`src/verilog/uart_defs.svh`:
```
`ifndef UART_DEFS_SVH
`define UART_DEFS_SVH

// Command word: write flag, register address, write data
`define UART_CMD_WIDTH 16

// Payload carried by one serial frame
`define UART_DATA_WIDTH 8

// Start, eight data bits, parity and stop
`define UART_FRAME_BITS 11

// Default bit period in system clocks
`define UART_CLKS_PER_BIT 434

// Idle bit-times on tx between the address and data frames of a write
`define UART_GAP_BITS 2

// Bit-times a remote device has to start its reply after a read address frame
`define UART_RESP_TIMEOUT_BITS 64

`endif

```
`src/verilog/uart_pkg.sv`:
```
`include "uart_defs.svh"

package uart_pkg;

  localparam int ADDR_WIDTH = `UART_CMD_WIDTH - `UART_DATA_WIDTH - 1;

  // Overlays the 16-bit command word, MSB first
  typedef struct packed {
    logic                        write;
    logic [ADDR_WIDTH-1:0]       addr;
    logic [`UART_DATA_WIDTH-1:0] data;
  } cmd_t;

  typedef enum logic [2:0] {
    IDLE,
    SEND_ADDR,
    GAP,
    SEND_DATA,
    WAIT_REPLY,
    REPORT
  } seq_state_t;

  // Even parity: the parity bit makes the count of ones in the frame even
  function automatic logic even_parity(input logic [`UART_DATA_WIDTH-1:0] value);
    return ^value;
  endfunction

endpackage

```
`src/verilog/uart_rx_if.sv`:
```
`include "uart_defs.svh"

// Received frame result, handed from the deserializer to the sequencer
interface uart_rx_if;

  logic [`UART_DATA_WIDTH-1:0] rx_byte;
  logic                        valid;
  logic                        parity_err;
  logic                        stop_err;

  modport rcv (
    output rx_byte,
    output valid,
    output parity_err,
    output stop_err
  );

  // No ready here, a result that arrives outside a read is dropped
  modport seq (
    input rx_byte,
    input valid,
    input parity_err,
    input stop_err
  );

endinterface

```
`src/verilog/uart.sv`:
```
`include "uart_defs.svh"

module uart #(
  parameter int CLKS_PER_BIT = `UART_CLKS_PER_BIT
) (
  input  logic                        clk,
  input  logic                        rst_n,
  input  logic [`UART_CMD_WIDTH-1:0]  cmd_in,
  input  logic                        cmd_vld,
  output logic                        cmd_rdy,
  output logic                        tx,
  input  logic                        rx,
  output logic [`UART_DATA_WIDTH-1:0] read_data,
  output logic                        read_rdy,
  output logic                        read_err
);

  logic [`UART_DATA_WIDTH-1:0] tx_byte;
  logic                        tx_valid;
  logic                        tx_ready;

  uart_rx_if rxl ();

  // Orders the frames of one command and collects the read reply
  uart_cmd_sequencer #(
    .CLKS_PER_BIT (CLKS_PER_BIT)
  ) u_seq (
    .clk       (clk),
    .rst_n     (rst_n),
    .cmd_in    (cmd_in),
    .cmd_vld   (cmd_vld),
    .cmd_rdy   (cmd_rdy),
    .tx_byte   (tx_byte),
    .tx_valid  (tx_valid),
    .tx_ready  (tx_ready),
    .rxl       (rxl.seq),
    .read_data (read_data),
    .read_rdy  (read_rdy),
    .read_err  (read_err)
  );

  uart_tx_serializer #(
    .CLKS_PER_BIT (CLKS_PER_BIT)
  ) u_tx (
    .clk      (clk),
    .rst_n    (rst_n),
    .tx_byte  (tx_byte),
    .tx_valid (tx_valid),
    .tx_ready (tx_ready),
    .tx       (tx)
  );

  uart_rx_deserializer #(
    .CLKS_PER_BIT (CLKS_PER_BIT)
  ) u_rx (
    .clk   (clk),
    .rst_n (rst_n),
    .rx    (rx),
    .rxl   (rxl.rcv)
  );

endmodule

```
`src/verilog/uart_cmd_sequencer.sv`:
```
`include "uart_defs.svh"

module uart_cmd_sequencer #(
  parameter int CLKS_PER_BIT = `UART_CLKS_PER_BIT
) (
  input  logic                        clk,
  input  logic                        rst_n,
  input  logic [`UART_CMD_WIDTH-1:0]  cmd_in,
  input  logic                        cmd_vld,
  output logic                        cmd_rdy,
  output logic [`UART_DATA_WIDTH-1:0] tx_byte,
  output logic                        tx_valid,
  input  logic                        tx_ready,
  uart_rx_if.seq                      rxl,
  output logic [`UART_DATA_WIDTH-1:0] read_data,
  output logic                        read_rdy,
  output logic                        read_err
);

  localparam int GAP_CLKS = `UART_GAP_BITS * CLKS_PER_BIT;
  // The reply is only seen once its stop bit is sampled, so a whole frame is added
  localparam int TMO_CLKS = (`UART_RESP_TIMEOUT_BITS + `UART_FRAME_BITS) * CLKS_PER_BIT;
  localparam int CNT_MAX  = (TMO_CLKS > GAP_CLKS) ? TMO_CLKS : GAP_CLKS;
  localparam int CNT_W    = $clog2(CNT_MAX + 1);

  // The first idle cycle seen in SEND_ADDR, the state change into GAP and the
  // handshake cycle in SEND_DATA also count toward the gap
  localparam logic [CNT_W-1:0] GAP_LAST = CNT_W'(GAP_CLKS - 3);
  localparam logic [CNT_W-1:0] TMO_LAST = CNT_W'(TMO_CLKS - 1);

  uart_pkg::seq_state_t        state;
  uart_pkg::cmd_t              cmd;
  logic                        launched;
  logic                        frame_done;
  logic [CNT_W-1:0]            cnt;
  logic [`UART_DATA_WIDTH-1:0] rd_data;
  logic                        rd_err;

  assign cmd_rdy  = (state == uart_pkg::IDLE);
  assign tx_valid = ((state == uart_pkg::SEND_ADDR) || (state == uart_pkg::SEND_DATA)) &&
                    !launched;
  assign tx_byte  = (state == uart_pkg::SEND_DATA) ? cmd.data : {cmd.write, cmd.addr};

  // Serializer went busy after the handshake, so ready again means the stop bit is over
  assign frame_done = launched && tx_ready;

  assign read_rdy  = (state == uart_pkg::REPORT);
  assign read_err  = read_rdy && rd_err;
  assign read_data = rd_data;

  always_ff @(posedge clk or negedge rst_n)
  begin
    if (!rst_n)
    begin
      state    <= uart_pkg::IDLE;
      launched <= 1'b0;
      cnt      <= '0;
    end
    else
    begin
      if (tx_valid && tx_ready)
        launched <= 1'b1;
      else if (frame_done)
        launched <= 1'b0;

      case (state)
        uart_pkg::IDLE:
        begin
          if (cmd_vld)
            state <= uart_pkg::SEND_ADDR;
        end
        uart_pkg::SEND_ADDR:
        begin
          if (frame_done)
          begin
            cnt   <= '0;
            state <= cmd.write ? uart_pkg::GAP : uart_pkg::WAIT_REPLY;
          end
        end
        uart_pkg::GAP:
        begin
          if (cnt == GAP_LAST)
            state <= uart_pkg::SEND_DATA;
          else
            cnt <= cnt + 1'b1;
        end
        uart_pkg::SEND_DATA:
        begin
          if (frame_done)
            state <= uart_pkg::IDLE;
        end
        uart_pkg::WAIT_REPLY:
        begin
          if (rxl.valid || (cnt == TMO_LAST))
            state <= uart_pkg::REPORT;
          else
            cnt <= cnt + 1'b1;
        end
        uart_pkg::REPORT:
          state <= uart_pkg::IDLE;
        default:
          state <= uart_pkg::IDLE;
      endcase
    end
  end

  always_ff @(posedge clk)
  begin
    if (cmd_rdy && cmd_vld)
      cmd <= uart_pkg::cmd_t'(cmd_in);

    if (state == uart_pkg::WAIT_REPLY)
    begin
      if (rxl.valid)
      begin
        rd_data <= rxl.rx_byte;
        rd_err  <= rxl.parity_err | rxl.stop_err;
      end
      else if (cnt == TMO_LAST)
      begin
        // No reply at all
        rd_data <= '0;
        rd_err  <= 1'b1;
      end
    end
  end

  a_no_accept_while_sending: assert property (
    @(posedge clk) disable iff (!rst_n)
    cmd_rdy |-> (tx_ready && !tx_valid)
  );

endmodule

```
`src/verilog/uart_rx_deserializer.sv`:
```
`include "uart_defs.svh"

module uart_rx_deserializer #(
  parameter int CLKS_PER_BIT = `UART_CLKS_PER_BIT
) (
  input  logic   clk,
  input  logic   rst_n,
  input  logic   rx,
  uart_rx_if.rcv rxl
);

  localparam int CNT_W = $clog2(CLKS_PER_BIT + 1);
  localparam logic [CNT_W-1:0] BIT_LAST  = CNT_W'(CLKS_PER_BIT - 1);
  localparam logic [CNT_W-1:0] HALF_LAST = CNT_W'(CLKS_PER_BIT / 2 - 1);
  // Eight data bits and parity are shifted, the stop bit is checked directly
  localparam logic [3:0] STOP_IDX = 4'(`UART_DATA_WIDTH + 1);

  typedef enum logic [1:0] {
    RX_IDLE,
    RX_START,
    RX_BITS
  } rx_state_t;

  rx_state_t                 state;
  logic                      rx_meta;
  logic                      rx_sync;
  logic                      rx_prev;
  logic                      fall;
  logic [CNT_W-1:0]          clk_cnt;
  logic [3:0]                bit_cnt;
  logic [`UART_DATA_WIDTH:0] shreg;
  logic                      stop_sample;

  assign fall        = rx_prev && !rx_sync;
  assign stop_sample = (state == RX_BITS) && (clk_cnt == BIT_LAST) && (bit_cnt == STOP_IDX);

  always_ff @(posedge clk or negedge rst_n)
  begin
    if (!rst_n)
    begin
      rx_meta <= 1'b1;
      rx_sync <= 1'b1;
      rx_prev <= 1'b1;
    end
    else
    begin
      rx_meta <= rx;
      rx_sync <= rx_meta;
      rx_prev <= rx_sync;
    end
  end

  always_ff @(posedge clk or negedge rst_n)
  begin
    if (!rst_n)
    begin
      state     <= RX_IDLE;
      clk_cnt   <= '0;
      bit_cnt   <= '0;
      rxl.valid <= 1'b0;
    end
    else
    begin
      rxl.valid <= stop_sample;
      case (state)
        RX_IDLE:
        begin
          if (fall)
          begin
            state   <= RX_START;
            clk_cnt <= '0;
          end
        end
        RX_START:
        begin
          // A start bit that is gone by mid-bit was only a glitch
          if (clk_cnt == HALF_LAST)
          begin
            state   <= rx_sync ? RX_IDLE : RX_BITS;
            clk_cnt <= '0;
            bit_cnt <= '0;
          end
          else
            clk_cnt <= clk_cnt + 1'b1;
        end
        RX_BITS:
        begin
          if (clk_cnt == BIT_LAST)
          begin
            clk_cnt <= '0;
            bit_cnt <= bit_cnt + 1'b1;
            if (bit_cnt == STOP_IDX)
              state <= RX_IDLE;
          end
          else
            clk_cnt <= clk_cnt + 1'b1;
        end
        default:
          state <= RX_IDLE;
      endcase
    end
  end

  always_ff @(posedge clk)
  begin
    if ((state == RX_BITS) && (clk_cnt == BIT_LAST) && (bit_cnt != STOP_IDX))
      shreg <= {rx_sync, shreg[`UART_DATA_WIDTH:1]};

    if (stop_sample)
    begin
      rxl.rx_byte    <= shreg[`UART_DATA_WIDTH-1:0];
      rxl.parity_err <= uart_pkg::even_parity(shreg[`UART_DATA_WIDTH-1:0]) !=
                        shreg[`UART_DATA_WIDTH];
      rxl.stop_err   <= !rx_sync;
    end
  end

  a_valid_single_pulse: assert property (
    @(posedge clk) disable iff (!rst_n)
    rxl.valid |=> !rxl.valid
  );

endmodule

```
`src/verilog/uart_tx_serializer.sv`:
```
`include "uart_defs.svh"

module uart_tx_serializer #(
  parameter int CLKS_PER_BIT = `UART_CLKS_PER_BIT
) (
  input  logic                        clk,
  input  logic                        rst_n,
  input  logic [`UART_DATA_WIDTH-1:0] tx_byte,
  input  logic                        tx_valid,
  output logic                        tx_ready,
  output logic                        tx
);

  localparam int CNT_W = $clog2(CLKS_PER_BIT + 1);
  localparam logic [CNT_W-1:0] BIT_LAST = CNT_W'(CLKS_PER_BIT - 1);
  localparam logic [3:0] FRAME_LAST = 4'(`UART_FRAME_BITS - 1);

  logic                        busy;
  logic [CNT_W-1:0]            clk_cnt;
  logic [3:0]                  bit_cnt;
  logic [`UART_FRAME_BITS-1:0] shreg;

  assign tx_ready = !busy;

  // Ones are shifted in behind the frame so the line rests high when idle
  assign tx = shreg[0];

  always_ff @(posedge clk or negedge rst_n)
  begin
    if (!rst_n)
    begin
      busy    <= 1'b0;
      clk_cnt <= '0;
      bit_cnt <= '0;
      shreg   <= '1;
    end
    else if (!busy)
    begin
      if (tx_valid)
      begin
        busy    <= 1'b1;
        clk_cnt <= '0;
        bit_cnt <= '0;
        // LSB goes out first, start bit at the bottom
        shreg   <= {1'b1, uart_pkg::even_parity(tx_byte), tx_byte, 1'b0};
      end
    end
    else if (clk_cnt == BIT_LAST)
    begin
      clk_cnt <= '0;
      shreg   <= {1'b1, shreg[`UART_FRAME_BITS-1:1]};
      if (bit_cnt == FRAME_LAST)
        busy <= 1'b0;
      else
        bit_cnt <= bit_cnt + 1'b1;
    end
    else
    begin
      clk_cnt <= clk_cnt + 1'b1;
    end
  end

  a_idle_line_high: assert property (
    @(posedge clk) disable iff (!rst_n)
    tx_ready |-> tx
  );

endmodule
```
`config.mk`:
```
export PLATFORM = sky130hd
export DESIGN_NAME = uart
export DESIGN_NICKNAME = d
export VERILOG_FILES = /design/src/verilog/uart_pkg.sv /design/src/verilog/uart_rx_if.sv /design/src/verilog/uart.sv /design/src/verilog/uart_cmd_sequencer.sv /design/src/verilog/uart_rx_deserializer.sv /design/src/verilog/uart_tx_serializer.sv
export VERILOG_INCLUDE_DIRS = /design/src /design/src/verilog
export SDC_FILE = /design/constraint.sdc
export NUM_CORES = 1
export LEC_CHECK = 0
export ABC_AREA = 0
export BUFFER_PORTS_ARGS = -buffer_cell sky130_fd_sc_hd__clkbuf_2
export CORE_UTILIZATION = 40
export CTS_CLUSTER_SIZE = 8
export DETAILED_ROUTE_END_ITERATION = 8
export GPL_TIMING_DRIVEN = 0
export SYNTH_ARGS = -nofsm -noshare
export SYNTH_HDL_FRONTEND = slang
export SYNTH_SLANG_ARGS = --single-unit
export TNS_END_PERCENT = 30
```
`constraint.sdc`:
```
create_clock -name clk -period 4 [get_ports clk]
set_input_delay 0.4 -clock clk [delete_from_list [all_inputs] [get_ports clk]]
set_output_delay 0.4 -clock clk [all_outputs]
set_load 0.01 [all_outputs]
```
# After elaboration in Yosys (flattened, before gate mapping)
# Cells that the tools add are included.
[word_totals] output_inout_bits=12 word_cells=135 register_bits=107
[op_classes] bitwise_logic=1 n_reduce_logical=32 n_eq_ne=29 n_mux=45 addsub=5
[op_table] cell="9-bit two-way mux" n=6
[op_table] cell="15-bit two-way mux" n=3
[op_table] cell="15-bit case mux with 3 select lines" n=1
[op_table] cell="11-bit two-way mux" n=3
[op_table] cell="9-bit case mux with 3 select lines" n=1
[op_table] cell="4-bit two-way mux" n=6
[op_table] cell="8-bit two-way mux" n=3
[op_table] cell="9-bit by 1-bit adder with 9-bit output (second input constant)" n=2
[op_table] cell="9-bit == test (second input constant)" n=2
[op_table] cell="3-bit two-way mux" n=6
[op_table] cell="8-bit XOR reduction" n=2
[op_table] cell="15-bit by 1-bit adder with 15-bit output (second input constant)" n=1
[op_table] cell="15-bit by 10-bit == test with 1-bit output (second input constant)" n=1
[op_table] cell="15-bit == test (second input constant)" n=1
[op_table] cell="3-bit case mux with 5 select lines" n=1
[op_table] cell="2-bit inequality test (second input constant)" n=7
[op_table] cell="2-bit by 1-bit inequality test with 1-bit output (second input constant)" n=6
[op_table] cell="2-bit two-way mux" n=5
[op_table] cell="9-bit by 8-bit == test with 1-bit output (second input constant)" n=1
[op_table] cell="1-bit logical AND" n=9
[op_table] cell="4-bit by 1-bit adder with 4-bit output (second input constant)" n=2
[op_table] cell="4-bit == test (second input constant)" n=2
[op_table] cell="1-bit two-way mux" n=8
[op_table] cell="4-bit case mux with 2 select lines" n=1
[op_table] cell="other kinds (19)" n=32

# Logic depth before layout (Yosys ltp)
[logic_depth] depth_word=5 mapped_depth=10

# Modules after synthesis
# A second synthesis with hierarchy kept.
[unflattened] hier_cells=478 hier_area_um2=5343.9
[modules_own_cells] module="uart_cmd_sequencer" cells_per_inst=185 area_each_um2=2162.1 n_inst=1 seq_area_each_um2=1226.2
[modules_own_cells] module="uart_rx_deserializer" cells_per_inst=155 area_each_um2=1843.0 n_inst=1 seq_area_each_um2=1049.8
[modules_own_cells] module="uart_tx_serializer" cells_per_inst=138 area_each_um2=1338.8 n_inst=1 seq_area_each_um2=613.1

# Least setup slack after synthesis
# OpenSTA, ideal clock, no wires.
[synth_timing] path_type="register -> register" startpoint="reg u_rx.clk_cnt[1]" endpoint="reg u_rx.rxl.parity_err (enable)" period_less_slack_ps=2297 arrival_ps=1905 stages_incl_launch_ff=7 setup_ps=392 n_path_buf=1 path_slack_ps=1703 required_ps=3608 path_cell_list="dfrtp_1 inv_1 ha_1 nand4b_1 or3_1 clkbuf_1 nor3_1"
[synth_between] elab_chain_cells=3
[synth_rtl] element="from (decl)" line="uart_rx_deserializer.sv:29" source="logic [CNT_W-1:0] clk_cnt;"
[synth_rtl] element="from (signal assigned)" line="uart_rx_deserializer.sv:84" source="clk_cnt <= clk_cnt + 1'b1;"
[synth_rtl] element="from (signal assigned)" line="uart_rx_deserializer.sv:96" source="clk_cnt <= clk_cnt + 1'b1;"
[synth_rtl] element="9-bit == test" line="uart_rx_deserializer.sv:35" source="assign stop_sample = (state == RX_BITS) && (clk_cnt == BIT_LAST) && (bit_cnt == STOP_IDX);"
[synth_rtl] element="1-bit logical AND (2 in series)" line="uart_rx_deserializer.sv:35"
[synth_rtl] element="via u_rx.stop_sample" line="uart_rx_deserializer.sv:32" source="logic stop_sample;"
[synth_rtl] element="to (signal assigned)" line="uart_rx_deserializer.sv:112" source="rxl.parity_err <= uart_pkg::even_parity(shreg[`UART_DATA_WIDTH-1:0]) !="
[synth_rtl] element="to (decl)" line="uart_rx_if.sv:14" source="output parity_err,"
# The timed path passes the listed nets, and every way through them passes these cells.
# A chain may end at the register's enable or synchronous reset.

# Worst setup path in the final report
[layout_timing] startpoint="reg u_seq.cnt[3]" endpoint="reg u_seq.cnt[5]"
[layout_between] elab_chain_cells=4 elab_cells_between_ends=10
[layout_rtl] element="from (decl)" line="uart_cmd_sequencer.sv:35" source="logic [CNT_W-1:0] cnt;"
[layout_rtl] element="from (signal assigned)" line="uart_cmd_sequencer.sv:85" source="cnt <= cnt + 1'b1;"
[layout_rtl] element="from (signal assigned)" line="uart_cmd_sequencer.sv:97" source="cnt <= cnt + 1'b1;"
[layout_rtl] element="branches (longest 4 deep; another with 15-bit by 1-bit adder with 15-bit output)"
# Several ways; the timed one is not identified. The select of a mux whose other input is x is not followed.

==> impl_metrics.tcl <==
set metrics [dict create \
    clk_pin_slew_ps 70 \
    grt_overflow_total 0 \
    area_growth_pct 12.8 \
    total_power_w 0.00280 \
    vias_per_cell 5.08 \
    whs_ps 129 \
    ys_ff_latch 106 \
    final-max-slew-violation-count 0 \
    synth-edff-count 44 \
    gp_congestion 0.804 \
    leakage_nw 2.31 \
    cts_tree "built" \
    clk_latency_ps 350 \
    p_int_w 0.00197 \
    grt_max_degree 63 \
    io_pins 32 \
    peakVddDrop_v 0.000208 \
    post_cts_resized 0 \
    fmax_mhz 392 \
    drt_iter0_drc 237 \
    synth_area_leader_cell "edfxtp_1" \
    critPathArrivalTime_ps 2770 \
    synth.net_count 482 \
    postRouteAntennaNets 0 \
    status "complete, no violations" \
    cp_max_fo 18 \
    start_util_pct 41.7 \
    hpwlAfterDp_um 6200 \
    core-area_mm2 0.0122 \
    die-area_mm2 0.0132 \
    crit_required_ps 4220 \
    die_w_um 115 \
    worstPathCellList "or3b_1 > nor4_1 > o21ba_2 > buf_2 > buf_2 > nor4_1 > xnor2_1 > nor2_1" \
    power_frac_comb_pct 20.2 \
    port_buffers 31 \
    drive_above_1_share_pct 16.6 \
    hold_class "input port to flop" \
    vias 3366 \
    seq_area_frac_synth_pct 56.7 \
    post-synth-top-count-cell "dfrtp_1" \
    finalSetupViolations 0 \
    cts-buffers-inserted 9 \
    min_period_ps 2550 \
    p_per_area_mw_per_mm2 487 \
    cp_top_family "simple AND/OR/NAND/NOR gates" \
    wl_um 9050 \
    pwr-share-clk_pct 29.8 \
    grt_pass1_vias 3294 \
    grt_use_met2_pct 23.3 \
    rows 40 \
    synth_top_area_share_pct 26.0 \
    cts_max_level 3 \
    cts_hold_buf 0 \
    crit_path_end_kind "flop" \
    finalNetCount 524 \
    critPathKind "flop to flop" \
    relSlewSlack_pct 41.8 \
    grt_pass1_wl_um 15700 \
    busiest_layer "met2" \
    synth_area_mm2 0.00509 \
    synth.top_cells.by_count "dfrtp_1, edfxtp_1, o21ai_0" \
    async_reset_ff_share_pct 58.5 \
    synth_warnings 0 \
    drc 0 \
    track_usage_pct 15.2 \
    p_seq_share_pct 50.0 \
    rsz0062_at_grt "false" \
    setup_tns_ps 0 \
    hold_viol_final 0 \
    clock_path_buffers 2 \
    met1_usage_pct 20.7 \
    cts_root_buffer "clkbuf_16" \
    tightest_slew_ps 868 \
    syn-mean-instance-area_um2 11.4 \
    clock_skew_ps 4.13 \
    wl_per_cell_um 13.7 \
    antenna_found_initial 0 \
    synth_cell_type_count 58 \
    fin_util_pct 47.0 \
    ys.flop_type "dfrtp_1" \
    cap_violations 0 \
    final.period_utilization_pct 63.8 \
    synth_cells 447 \
    diodes 0 \
    p_sw_w 0.000827 \
    cp.buffers_inverters 2 \
    dp.cells 646 \
    p_sw_share_pct 29.6 \
    startpoint_type "flop" \
    use_met3_pct 4.06 \
    fin_cells 662 \
    cpPeakStageDelay_ps 480 \
    chipHeight_um 115 \
    drtPass1Iterations 5 \
    critical_path.slowest_cell "nor4_1" \
    synth.area.top_cells "edfxtp_1, dfrtp_1, dfstp_2, xnor2_1, o21ai_0" \
    clock_sinks 106 \
    postCtsSetupRepairBufs 0 \
]
## stage by stage
| step | area, um^2 | setup WS (ps) |
|---|---|---|
| floorplan | 5090 | 1700 |
| global placement | 5460 | 1220 |
| detailed placement | 5460 | 1480 |
| CTS | 5740 | 1430 |
| global route | 5740 | 1090 |
| finish | 5740 | 1450 |
## per-layer routing
metal,up-vias,routed length [um],share of wire (%)
met5,-,0,0
met4,0,140,1.5
met3,13,279,3.1
met2,41,4150,46
met1,1626,4480,50
li1,1686,-,-
## final cells by class
cell class / instances / area (um^2)
clock inverters: 7 / 55.1
clock buffers: 9 / 225
multi-input cells: 313 / 2090
well taps: 168 / 210
fillers: 1140 / 6470
flip-flops and latches: 106 / 2890
inverters: 12 / 45.0
repair buffers: 31 / 158
plain buffers: 16 / 70.1
## worst paths after layout
kind	start	end	slack, ps	depth (start not counted)
worst max register to register	u_seq.cnt[3]	u_seq.cnt[5]	1450	8
min in group asynchronous	rst_n	u_seq.cnt[11]	190	1
worst min-delay path	rx	u_rx.rx_meta	130	1
max in group asynchronous	rst_n	u_rx.state[1]	3270	1
worst min register to register	u_rx.rx_meta	u_rx.rx_sync	360	0
worst max-delay path	u_seq.cnt[3]	u_seq.cnt[5]	1450	8
## flip-flops by register name, indices dropped and copies added (netlist names), 4 cells and up
register / count
u_rx.rxl.rx_byte: 8
u_seq.read_data: 8
u_rx.clk_cnt: 9
u_rx.bit_cnt: 4
u_tx.clk_cnt: 9
u_rx.shreg: 9
u_seq.cnt: 15
u_seq.cmd: 16
u_tx.shreg: 10
u_tx.bit_cnt: 4
## worst register-to-register path, delay by kind of cell, from the launching register on
kind,cells,cell delay (ps)
AOI/OAI and AO/OA,1,190
xor gates and xnor gates,1,150
buffers and inverters,2,550
DFF,1,430
and+or+nand+nor,4,1110
## cells by family after synthesis
kind of cell    share of synthesized area, %
simple gates                            17.2
flops                                   56.7
compound gates                          9.81
xor+xnor                                6.37
buf+inv                                 2.26
mux                                     3.98
fa+ha+maj                               3.69
## placed cells by master, fill, tap and decap left out, types with 11 or more instances in the layout
cell	instances
edfxtp_1	44
clkbuf_1	12
nand2_1	38
a21oi_1	13
o21ai_0	39
nor2_1	34
clkbuf_2	30
inv_1	12
ha_1	15
and2_1	11
dfstp_2	13
dfrtp_1	49
xnor2_1	30
nand3_1	11
## power groups by stage
stage | clock network [W] | registers, W | logic, W
5_1_grt | 0.000901 | 0.00142 | 0.000650
4_1_cts | 0.000866 | 0.00140 | 0.000577
3_3_place_gp | 0 | 0.00141 | 0.000550
6_report | 0.000832 | 0.00140 | 0.000566
3_5_place_dp | 0 | 0.00142 | 0.000574
2_1_floorplan | 0 | 0.00139 | 0.000440
(Power assumes the default switching activity.)
